**src/fpu_types_pkg.sv**
```systemverilog
// binary32 operand layout, operation and rounding codes, exception flags
// imported by the three pipeline stages, the top level and the testbench
`default_nettype none

package fpu_types_pkg;

   typedef struct packed {
      logic        sign;
      logic [7:0]  exp;   // biased by 127
      logic [22:0] frac;
   } fp32_t;

   // funct7 encodings of the core's fp instructions
   typedef enum logic [6:0] {
      FPU_ADD = 7'b0100000,
      FPU_SUB = 7'b0100100,
      FPU_MUL = 7'b0000010
   } fpu_op_e;

   typedef enum logic [2:0] {
      RM_RNE = 3'b000,   // nearest even
      RM_RTZ = 3'b001,
      RM_RDN = 3'b010,   // toward minus infinity
      RM_RUP = 3'b011,   // toward plus infinity
      RM_RMM = 3'b100    // nearest with ties away from zero
   } round_mode_e;

   // bit order matches the fflags csr
   typedef struct packed {
      logic nv;   // invalid operation
      logic dz;   // no divider so always clear
      logic of;
      logic uf;
      logic nx;
   } fpu_flags_t;

   // subnormals are treated as zero
   typedef enum logic [1:0] {CLS_ZERO, CLS_NORMAL, CLS_INF, CLS_NAN} fp_class_t;

   localparam fp32_t FP32_QNAN = 32'h7fc00000;   // canonical quiet nan

endpackage

`default_nettype wire

```
**src/fpu_pipe_pkg.sv**
```systemverilog
// layouts of the two registers between the fpu pipeline stages
// align_stage_t feeds stage 2 and combine_stage_t feeds stage 3
`default_nettype none

package fpu_pipe_pkg;
   import fpu_types_pkg::*;

   typedef struct packed {
      logic              valid;
      fpu_op_e           op;
      round_mode_e       rm;
      logic              special;      // special_val replaces the datapath result
      fp32_t             special_val;
      logic              nv;
      logic              sign;         // larger operand sign or product sign
      logic              eff_sub;      // add of opposite signs
      logic [26:0]       sig_big;      // product[47:21] for mul
      logic [26:0]       sig_small;    // product[20:0] in the low bits for mul
      logic signed [9:0] exp;          // exponent sum without bias removed for mul
   } align_stage_t;

   // magnitude keeps a carry bit on top and sticky in bit 0
   typedef struct packed {
      logic              valid;
      fpu_op_e           op;
      round_mode_e       rm;
      logic              special;
      fp32_t             special_val;
      logic              nv;
      logic              sign;
      logic [27:0]       mag;
      logic signed [9:0] exp;
      logic              zero;         // exact zero
   } combine_stage_t;

endpackage

`default_nettype wire

```
**src/fpu_align.sv**
```systemverilog
// fpu stage 1 samples the operands on start and classifies them
// resolves nan/inf cases, orders and aligns addends or forms the 24x24 product
`timescale 1ns/100ps
`default_nettype none

module fpu_align
   import fpu_types_pkg::*, fpu_pipe_pkg::*;
(
   input  wire              clk,
   input  wire              nrst,
   input  wire              start,
   input  wire fpu_op_e     op,
   input  wire round_mode_e frm,
   input  wire fp32_t       a,
   input  wire fp32_t       b,
   output align_stage_t     stage
);

   logic         start_q;    // operands captured at the start edge
   fpu_op_e      op_q;
   round_mode_e  frm_q;
   fp32_t        a_q;
   fp32_t        b_q;
   fp32_t        b_eff;      // b with sign flipped for sub
   fp32_t        op_big;
   fp32_t        op_small;
   fp_class_t    cls_a;
   fp_class_t    cls_b;
   logic         is_mul;
   logic         eff_sub;
   logic [7:0]   exp_diff;
   logic [4:0]   shamt;
   logic [49:0]  shifted;
   logic [47:0]  product;
   align_stage_t nxt;

   function automatic fp_class_t classify(input fp32_t x);
      if (x.exp == 8'hff)
         return (x.frac == '0) ? CLS_INF : CLS_NAN;
      if (x.exp == 8'h00)
         return CLS_ZERO;   // flush subnormal
      return CLS_NORMAL;
   endfunction

   // significand with hidden bit
   function automatic logic [23:0] sig_of(input fp32_t x);
      return (x.exp != 8'h00) ? {1'b1, x.frac} : 24'd0;
   endfunction

   always_comb begin
      is_mul = (op_q == FPU_MUL);   // unknown codes run as add
      b_eff  = b_q;
      if (op_q == FPU_SUB)
         b_eff.sign = ~b_q.sign;
      cls_a   = classify(a_q);
      cls_b   = classify(b_eff);
      eff_sub = a_q.sign ^ b_eff.sign;

      // exponent and fraction compare as one unsigned magnitude
      if (a_q[30:0] >= b_eff[30:0]) begin
         op_big   = a_q;
         op_small = b_eff;
      end else begin
         op_big   = b_eff;
         op_small = a_q;
      end

      exp_diff = op_big.exp - op_small.exp;
      shamt    = (exp_diff > 8'd26) ? 5'd26 : exp_diff[4:0];   // 26 already clears all
      shifted  = {sig_of(op_small), 26'd0} >> shamt;
      product  = sig_of(a_q) * sig_of(b_q);

      nxt       = '0;
      nxt.valid = start_q;
      nxt.op    = op_q;
      nxt.rm    = frm_q;
      if (is_mul) begin
         nxt.sign      = a_q.sign ^ b_q.sign;
         nxt.sig_big   = product[47:21];
         nxt.sig_small = {6'd0, product[20:0]};
         nxt.exp       = {2'b00, a_q.exp} + {2'b00, b_q.exp};
      end else begin
         nxt.sign      = op_big.sign;
         nxt.eff_sub   = eff_sub;
         nxt.sig_big   = {sig_of(op_big), 3'b000};
         nxt.sig_small = {shifted[49:24], |shifted[23:0]};   // guard, round, sticky
         nxt.exp       = {2'b00, op_big.exp};
      end

      // special values win over the datapath in stage 3
      if (cls_a == CLS_NAN || cls_b == CLS_NAN) begin
         nxt.special     = 1'b1;
         nxt.special_val = FP32_QNAN;
      end else if (is_mul) begin
         if ((cls_a == CLS_INF && cls_b == CLS_ZERO) ||
             (cls_a == CLS_ZERO && cls_b == CLS_INF)) begin
            nxt.special     = 1'b1;
            nxt.special_val = FP32_QNAN;
            nxt.nv          = 1'b1;
         end else if (cls_a == CLS_INF || cls_b == CLS_INF) begin
            nxt.special     = 1'b1;
            nxt.special_val = {a_q.sign ^ b_q.sign, 8'hff, 23'd0};
         end
      end else if (cls_a == CLS_INF && cls_b == CLS_INF && eff_sub) begin
         nxt.special     = 1'b1;   // inf - inf
         nxt.special_val = FP32_QNAN;
         nxt.nv          = 1'b1;
      end else if (cls_a == CLS_INF || cls_b == CLS_INF) begin
         nxt.special     = 1'b1;
         nxt.special_val = {op_big.sign, 8'hff, 23'd0};   // inf sorts as the bigger one
      end
   end

   always_ff @(posedge clk, negedge nrst) begin
      if (!nrst) begin
         start_q <= 1'b0;
         op_q    <= FPU_ADD;
         frm_q   <= RM_RNE;
         a_q     <= '0;
         b_q     <= '0;
         stage   <= '0;
      end else begin
         start_q <= start;
         op_q    <= op;
         frm_q   <= frm;
         a_q     <= a;
         b_q     <= b;
         stage   <= nxt;
      end
   end

   a_known_op: assert property (@(posedge clk) disable iff (!nrst)
      start |-> op inside {FPU_ADD, FPU_SUB, FPU_MUL})
      else $error("fpu_align: unknown op code %b", op);

endmodule

`default_nettype wire

```
**src/fpu_combine.sv**
```systemverilog
// fpu stage 2 adds or subtracts the aligned significands
// for mul it compresses the product to 28 bits and removes one bias
`timescale 1ns/100ps
`default_nettype none

module fpu_combine
   import fpu_types_pkg::*, fpu_pipe_pkg::*;
(
   input  wire                clk,
   input  wire                nrst,
   input  wire align_stage_t  stage_in,
   output combine_stage_t     stage_out
);

   logic           is_mul;
   logic [27:0]    mag;
   combine_stage_t nxt;

   always_comb begin
      is_mul = (stage_in.op == FPU_MUL);

      if (is_mul)
         mag = {stage_in.sig_big, |stage_in.sig_small[20:0]};   // low product bits to sticky
      else if (stage_in.eff_sub)
         mag = {1'b0, stage_in.sig_big} - {1'b0, stage_in.sig_small};
      else
         mag = {1'b0, stage_in.sig_big} + {1'b0, stage_in.sig_small};

      nxt             = '0;
      nxt.valid       = stage_in.valid;
      nxt.op          = stage_in.op;
      nxt.rm          = stage_in.rm;
      nxt.special     = stage_in.special;
      nxt.special_val = stage_in.special_val;
      nxt.nv          = stage_in.nv;
      nxt.mag         = mag;
      nxt.exp         = is_mul ? stage_in.exp - 10'sd127 : stage_in.exp;
      nxt.zero        = (mag == '0);
      nxt.sign        = stage_in.sign;

      // x - x is +0 except when rounding down
      if (nxt.zero && stage_in.eff_sub)
         nxt.sign = (stage_in.rm == RM_RDN);
   end

   always_ff @(posedge clk, negedge nrst) begin
      if (!nrst) begin
         stage_out <= '0;
      end else begin
         stage_out <= nxt;
      end
   end

   // stage 1 ordering keeps the difference non-negative
   a_sub_order: assert property (@(posedge clk) disable iff (!nrst)
      stage_in.valid && stage_in.eff_sub && !stage_in.special
         |-> stage_in.sig_big >= stage_in.sig_small)
      else $error("fpu_combine: subtrahend larger than minuend");

endmodule

`default_nettype wire

```
**src/fpu_round.sv**
```systemverilog
// fpu stage 3 normalises, rounds by mode and packs the binary32 result
// also applies overflow, flush to zero and special overrides, then raises flags
`timescale 1ns/100ps
`default_nettype none

module fpu_round
   import fpu_types_pkg::*, fpu_pipe_pkg::*;
(
   input  wire                  clk,
   input  wire                  nrst,
   input  wire combine_stage_t  stage_in,
   output fp32_t                result,
   output fpu_flags_t           flags,
   output logic                 done
);

   logic [4:0]        lzc;
   logic [27:0]       norm;         // leading one at bit 27
   logic signed [9:0] exp_n;        // exponent after normalising
   logic signed [9:0] exp_r;        // exponent after rounding carry
   logic              lsb;
   logic              guard;
   logic              sticky;
   logic              inexact;
   logic              round_up;
   logic [24:0]       mant;
   logic              max_finite;   // overflow saturates for this mode and sign
   fp32_t             res_nxt;
   fpu_flags_t        flags_nxt;

   always_comb begin
      // highest set bit wins
      lzc = 5'd0;
      for (int i = 0; i < 28; i++) begin
         if (stage_in.mag[i])
            lzc = 5'(27 - i);
      end
      norm  = stage_in.mag << lzc;
      exp_n = stage_in.exp + 10'sd1 - $signed({5'd0, lzc});

      lsb     = norm[4];
      guard   = norm[3];
      sticky  = |norm[2:0];
      inexact = guard | sticky;

      case (stage_in.rm)
         RM_RTZ:  round_up = 1'b0;
         RM_RDN:  round_up = inexact & stage_in.sign;
         RM_RUP:  round_up = inexact & ~stage_in.sign;
         RM_RMM:  round_up = guard;
         default: round_up = guard & (sticky | lsb);   // reserved codes round like rne
      endcase

      mant  = {1'b0, norm[27:4]} + {24'd0, round_up};
      exp_r = exp_n + $signed({9'd0, mant[24]});   // carry leaves a zero fraction

      max_finite = (stage_in.rm == RM_RTZ) ||
                   (stage_in.rm == RM_RDN && !stage_in.sign) ||
                   (stage_in.rm == RM_RUP && stage_in.sign);

      flags_nxt = '0;
      if (stage_in.special) begin
         res_nxt      = stage_in.special_val;
         flags_nxt.nv = stage_in.nv;
      end else if (stage_in.zero) begin
         res_nxt = {stage_in.sign, 31'd0};
      end else if (exp_n <= 10'sd0) begin
         res_nxt      = {stage_in.sign, 31'd0};   // no subnormals
         flags_nxt.uf = 1'b1;
         flags_nxt.nx = 1'b1;
      end else if (exp_r >= 10'sd255) begin
         if (max_finite)
            res_nxt = {stage_in.sign, 8'hfe, 23'h7fffff};
         else
            res_nxt = {stage_in.sign, 8'hff, 23'd0};
         flags_nxt.of = 1'b1;
         flags_nxt.nx = 1'b1;
      end else begin
         res_nxt      = {stage_in.sign, exp_r[7:0], mant[22:0]};
         flags_nxt.nx = inexact;
      end
   end

   // result and flags hold between operations
   always_ff @(posedge clk, negedge nrst) begin
      if (!nrst) begin
         result <= '0;
         flags  <= '0;
         done   <= 1'b0;
      end else begin
         done <= stage_in.valid;
         if (stage_in.valid) begin
            result <= res_nxt;
            flags  <= flags_nxt;
         end
      end
   end

   a_done_known: assert property (@(posedge clk) disable iff (!nrst)
      !$isunknown(done))
      else $error("fpu_round: done is unknown");

endmodule

`default_nettype wire

```
**src/fpu_top.sv**
```systemverilog
// three-stage binary32 add/sub/mul unit
// start with op, frm, a and b gives done with result and flags three edges later
`timescale 1ns/100ps
`default_nettype none

module fpu_top
   import fpu_types_pkg::*, fpu_pipe_pkg::*;
(
   input  wire              clk,
   input  wire              nrst,
   input  wire              start,
   input  wire fpu_op_e     op,
   input  wire round_mode_e frm,
   input  wire fp32_t       a,
   input  wire fp32_t       b,
   output fp32_t            result,
   output fpu_flags_t       flags,
   output logic             done
);

   align_stage_t   s1;   // stage 1 to stage 2
   combine_stage_t s2;   // stage 2 to stage 3

   fpu_align fpu_align_i (
      .clk   (clk),
      .nrst  (nrst),
      .start (start),
      .op    (op),
      .frm   (frm),
      .a     (a),
      .b     (b),
      .stage (s1)
   );

   fpu_combine fpu_combine_i (
      .clk       (clk),
      .nrst      (nrst),
      .stage_in  (s1),
      .stage_out (s2)
   );

   fpu_round fpu_round_i (
      .clk      (clk),
      .nrst     (nrst),
      .stage_in (s2),
      .result   (result),
      .flags    (flags),
      .done     (done)
   );

endmodule

`default_nettype wire

```
**config.mk**
```make
export PLATFORM = sky130hd
export DESIGN_NAME = fpu_top
export DESIGN_NICKNAME = d
export VERILOG_FILES = /design/src/fpu_types_pkg.sv /design/src/fpu_pipe_pkg.sv /design/src/fpu_align.sv /design/src/fpu_combine.sv /design/src/fpu_round.sv /design/src/fpu_top.sv
export SDC_FILE = /design/constraint.sdc
export NUM_CORES = 2
export LEC_CHECK = 0
export ABC_AREA = 1
export BUFFER_PORTS_ARGS = -buffer_cell sky130_fd_sc_hd__buf_2
export CAP_MARGIN = 20
export CORE_ASPECT_RATIO = 0.9
export CORE_UTILIZATION = 60
export DETAILED_ROUTE_END_ITERATION = 8
export GPL_ROUTABILITY_DRIVEN = 0
export PLACE_DENSITY = 0.74
export SLEW_MARGIN = 20
export SYNTH_ARGS = -nofsm -noshare
export SYNTH_HDL_FRONTEND = slang
export SYNTH_SLANG_ARGS = --single-unit
```
**constraint.sdc**
```tcl
create_clock -name clk -period 9.06 [get_ports clk]
set_input_delay 0.906 -clock clk [delete_from_list [all_inputs] [get_ports clk]]
set_output_delay 0.906 -clock clk [all_outputs]
set_load 0.005 [all_outputs]
```
# --- Yosys cells after proc, flatten, opt, wreduce, memory -nomap -nowiden ---
# Cells that the tools add are included.
totals:
  elab_cells: 189
  ff_bits: 301
op_classes:
  n_mul: 1
  reduce_logical: 27
  magnitude_cmp: 4
  add_sub_neg: 9
  n_shift: 2
  bitwise: 9
  eq_ne: 14
  muxes: 82
op_table:
  columns: ["op", "count"]
  rows:
  - ["33-bit two-way mux", 5]
  - ["5-bit two-way mux", 29]
  - ["31-bit two-way mux", 4]
  - ["24-bit two-way mux", 5]
  - ["32-bit two-way mux", 2]
  - ["64-bit two-way mux", 1]
  - ["28-bit two-way mux", 2]
  - ["50-bit by 5-bit >> shifter with 50-bit output", 1]
  - ["24-bit by 24-bit multiplier with 48-bit output", 1]
  - ["23-bit logical NOT", 2]
  - ["34-bit two-way mux", 1]
  - ["8-bit nonzero test", 4]
  - ["31-bit greater-or-equal comparator", 1]
  - ["27-bit by 27-bit adder with 28-bit output", 1]
  - ["28-bit logical NOT", 1]
  - ["28-bit by 5-bit left shift with 28-bit output", 1]
  - ["27-bit by 27-bit subtractor with 28-bit output", 1]
  - ["24-bit by 1-bit adder with 25-bit output", 1]
  - ["24-bit OR reduction", 1]
  - ["1-bit two-way mux", 21]
  - ["21-bit OR reduction", 1]
  - ["8-bit == test, second input constant", 2]
  - ["8-bit logical NOT", 2]
  - ["2-bit two-way mux", 8]
  - ["other kinds (27)", 50]

# --- Logic depth before layout (Yosys ltp) ---
logic_depth:
  word_depth: 40
  ltp_mapped: 59

# --- Cells and area by module ---
# Synthesis repeated with hierarchy kept, for this count alone.
unflattened:
  cells_unflattened: 5151
  area_unflattened_um2: 38210.4
modules_own_cells:
  columns: ["module", "cells_each", "n_inst", "seq_area_each_um2", "area_per_inst_um2"]
  rows:
  - ["fpu_align", 3412, 1, 3880.0, 27073.5]
  - ["fpu_combine", 910, 1, 2127.0, 6182.2]
  - ["fpu_round", 829, 1, 925.9, 4954.8]

# --- Least setup slack after synthesis ---
# Ideal clock, no wire load.
synth_path:
  path_kind: "reg-to-reg"
  start: "register fpu_align_i.b_q (netlist bit fpu_align_i.b_eff[24])"
  end: "register fpu_align_i.stage[60] in the netlist's numbering"
  required_time_ns: 8.925
  n_path_buf: 2
  path_stages_with_launch: 39
  arrival_ns: 7.603
  path_slack_ns: 1.322
  setup_ns: 0.135
  period_less_slack_ns: 7.738
  cell_sequence: "dfrtp_1 > inv_1 > nand4_1 > nor2_1 > nor2_1 > inv_1 > clkbuf_1 > nor2_1 > inv_1 > clkbuf_1 > nor2_1 > fa_1 > fa_1 > fa_1 > fa_1 > fa_1 > inv_1 > fa_1 > (+3 left out) > nand2_1 > o21ai_0 > a21o_1 > nand3_1 > nand2_1 > nand3_1 > nand2_1 > nand2_1 > nand2_1 > nand2_1 > nand2_1 > a21oi_1 > o21ai_0 > a21boi_0 > o21ai_0 > nand2_1 > nand2_1 > o22ai_1"
synth_lines:
  columns: ["item", "line_no", "rtl"]
  rows:
  - ["start, declared", "fpu_align.sv:23", "fp32_t b_q;"]
  - ["start signal, assigned", "fpu_align.sv:120", "b_q <= '0;"]
  - ["start signal, assigned", "fpu_align.sv:127", "b_q <= b;"]
  - ["end signal, assigned", "fpu_align.sv:128", "stage <= nxt;"]
  - ["end, declared", "fpu_align.sv:16", "output align_stage_t stage"]

==> results.tsv <==
metric	value	unit
cell chosen for the clock root	clkbuf_16	
crit path launch type	flip-flop	
wire length of the first global-routing pass	169	mm
Mapped Nets	5390	
crit-path max FO	31	
port bufs	113	
RSZ-0062 raised after global routing	false	
horizontal die dimension	256	µm
clock-pin slew of the registers on the worst-case setup and hold paths	0.07	ns
CP peak stage delay	0.57	ns
Worst path slowest cell	fa_1	
Syn Std Cell Area	34700	µm²
final hold violation count	0	
dpl hpwl	86.4	mm
outcome	completed	
count of mapped cells out of synthesis	4567	
initial DRC count	3718	
Worst Setup Slack, final	0.498	ns
number of library cell types mapped by synthesis	69	
ys async rst share	100	%
clock tree from TritonCTS	done	
Primary FF master, synth	dfrtp_1	
number of sinks on the clock net	240	
most common cell type on the critical path	nand2_1	
capture point of the worst reg-to-reg path	fpu_align_i.stage[60]$_DFF_PN0_	
Crit path required time	9.48	ns
final count of negative-setup-slack endpoints	0	
CP Capture Type	flip-flop	
fraction of final layout cells with drive strength greater than 1	6.17	%
worst min-delay path category	reg2reg	
kind of critical path	reg2reg	
number of buffers added by the clock tree synthesis step	26	
final standard cell utilization of the core	64.9	%
number of maximum-capacitance constraint violations	0	
count of cells along the worst register-to-register path	42	
total grt overflow	0	
r2r startpoint	fpu_align_i.b_eff[24]$_DFF_PN0_	
startpoint of the most critical setup path	fpu_align_i.b_eff[24]$_DFF_PN0_	
# IOs	115	
post-detailed-route DRC marker count	0	
Data arrival, critical path	8.98	ns
setup slack on the worst flop-to-flop path	0.50	ns
commonest cells after routing, fill and taps aside	1145 x nand2_1, 791 x inv_1, 485 x fa_1	
setup TNS after final layout	0	ns
core area	57100	µm²
clock latency of the later-clocked register in the worst-skew pair	0.58	ns
maximum number of pins on one net before global-route repair	100	
Yosys top cell by area	fa_1	
Final Slew Violations	0	
Tmin final	8.56	ns
count of state elements after synthesis	240	
Avg WL per Cell	20.0	µm
via count	31319	
level count of the clock H-tree	1	
yosys synthesis warning count	0	
mean instance size in the synthesized netlist	7.61	µm²
first-pass iteration count of the detailed router	7	
share of the synthesized area in the top cell type	27.9	%
biggest area contributors in the synthesized netlist	fa_1 28%, dfrtp_1 17%, nand2_1 12%, ha_1 9.4%, inv_1 8.6%	
share of the clock period used by the worst path after layout	94.5	%
DR vias/cell	5.81	
Layout area overhead	6.69	%
area of the die	58900	µm²
number of setup buffers added after CTS	0	
post-detailed-routing wire length	108	mm
final worst clock skew	0.0425	ns
initial cell density of the core	60.8	%
fmax	0.117	GHz
Max clock buf depth	3	
most common cell after layout, fill and taps aside	nand2_1	
standard-cell row count	83	
gr usage total	37.0	%
remaining antenna violation count	0	
Post-synth EDFFs	0	
Least-Margin Pin Slew	0.973	ns
worst rel slew slack	35.2	%
Min Hold Slack	0.349	ns
vertical die dimension	230	µm
number of global-route vias before repair	30469	
post-placement worst setup slack	0.222	ns
register area share after synthesis	17.3	%
number of nets in the final layout	5425	
Critical path destination	fpu_align_i.stage[60]$_DFF_PN0_	
initial antenna violation count	1	
worst max-delay path, delay by kind of cell (launching register included):
| kind | cells | cell delay, ns |
|---|---|---|
| and+or+nand+nor | 17 | 1.69 |
| buffers and inverters | 10 | 1.25 |
| DFF | 1 | 0.39 |
| AOI/OAI and AO/OA | 7 | 1.53 |
| adders and majority gates | 8 | 3.53 |
state kept, by name, summed over array words and instances, names as in the netlist:
| name | cells |
|---|---|
| fpu_align_i.stage | 80 |
| fpu_combine_i.stage_out | 48 |
| fpu_align_i.a_q | 32 |
| fpu_round_i.result | 32 |
| fpu_align_i.b_eff | 31 |
| fpu_align_i.op_q | 7 |
| fpu_round_i.flags | 4 |
| fpu_align_i.frm_q | 3 |
| fpu_align_i.b_q | 1 |
| fpu_align_i.start_q | 1 |
| fpu_round_i.done | 1 |
area by class of cell:
cell class	instances	area [µm²]
diodes	1	2.50
well taps	765	957
repair buffers	194	1200
inverters	805	3030
clock inverters	15	255
multi-input cells	3335	24900
clock buffers	32	713
flip-flops and latches	240	6010
fillers	5048	20100
timing repair:
| action | 4_1_cts | 5_1_grt |
|---|---|---|
| gates resized for setup | 0 | 6 |
| endpoints found under the setup margin | 0 | 12 |
| hold buffers | 0 | 0 |
synthesized netlist by cell type (all sizes together), types with 5 or more instances:
library cell  count
buf              40
nand2          1156
o21a              6
a21oi           141
o31ai             9
o211ai            7
or2               9
o22ai            11
clkinv            6
clkbuf          147
o21bai            7
xor2             68
inv             799
a22o              8
xnor2            34
fa              485
dfrtp           239
a31oi            15
nand3b            5
nor4             26
a21boi            6
nand4            47
a211oi            8
ha              261
nor2            422
o21ai           183
o221ai            8
nor3             42
nand3           336
routing by layer:
metal  GRT usage, %  vias to the layer above  routed length (µm)
met5          0.163                        -                   0
met4           12.7                        0                4470
met3           9.76                      314               13600
met2           54.8                     1800               45500
met1           52.6                    14998               44100
li1               -                    14207                   -
logic make-up (layout without fill, tap and decap cells):
kind of cell | Yosys count | in the layout | share of synthesized area [%]
flip-flops | 240 | 240 | 17.3
adder cells (fa/ha/maj) | 746 | 746 | 37.3
XOR/XNOR | 102 | 102 | 2.57
AND/OR/NAND/NOR | 2055 | 2055 | 24.6
other | 1 | 2 | 0.0108
AO/OA/AOI/OAI | 431 | 431 | 7.07
buffers and inverters | 992 | 1046 | 11.1
worst min path at each step:
stage                                                  to                             from  slack (ns)  depth (start not counted)
finish                   fpu_align_i.stage[101]$_DFF_PN0_   fpu_align_i.frm_q[1]$_DFF_PN0_        0.35                          0
floorplan                fpu_align_i.stage[100]$_DFF_PN0_   fpu_align_i.frm_q[0]$_DFF_PN0_        0.33                          0
detailed placement  fpu_combine_i.stage_out[63]$_DFF_PN0_  fpu_align_i.stage[89]$_DFF_PN0_        0.34                          0
global placement         fpu_align_i.stage[110]$_DFF_PN0_    fpu_align_i.start_q$_DFF_PN0_        0.33                          0
global route             fpu_align_i.stage[110]$_DFF_PN0_    fpu_align_i.start_q$_DFF_PN0_        0.36                          0
CTS                      fpu_align_i.stage[101]$_DFF_PN0_   fpu_align_i.frm_q[1]$_DFF_PN0_        0.35                          0
metrics by stage:
step           instances  area, µm²
2_1_floorplan       4567      34700
3_3_place_gp        5339      36100
3_5_place_dp        5339      36100
4_1_cts             5386      37100
5_1_grt             5386      37100
6_report            5387      37100
Power is not shown: default switching activity piles up to over one toggle a cycle in this logic, so the estimate is an artifact.
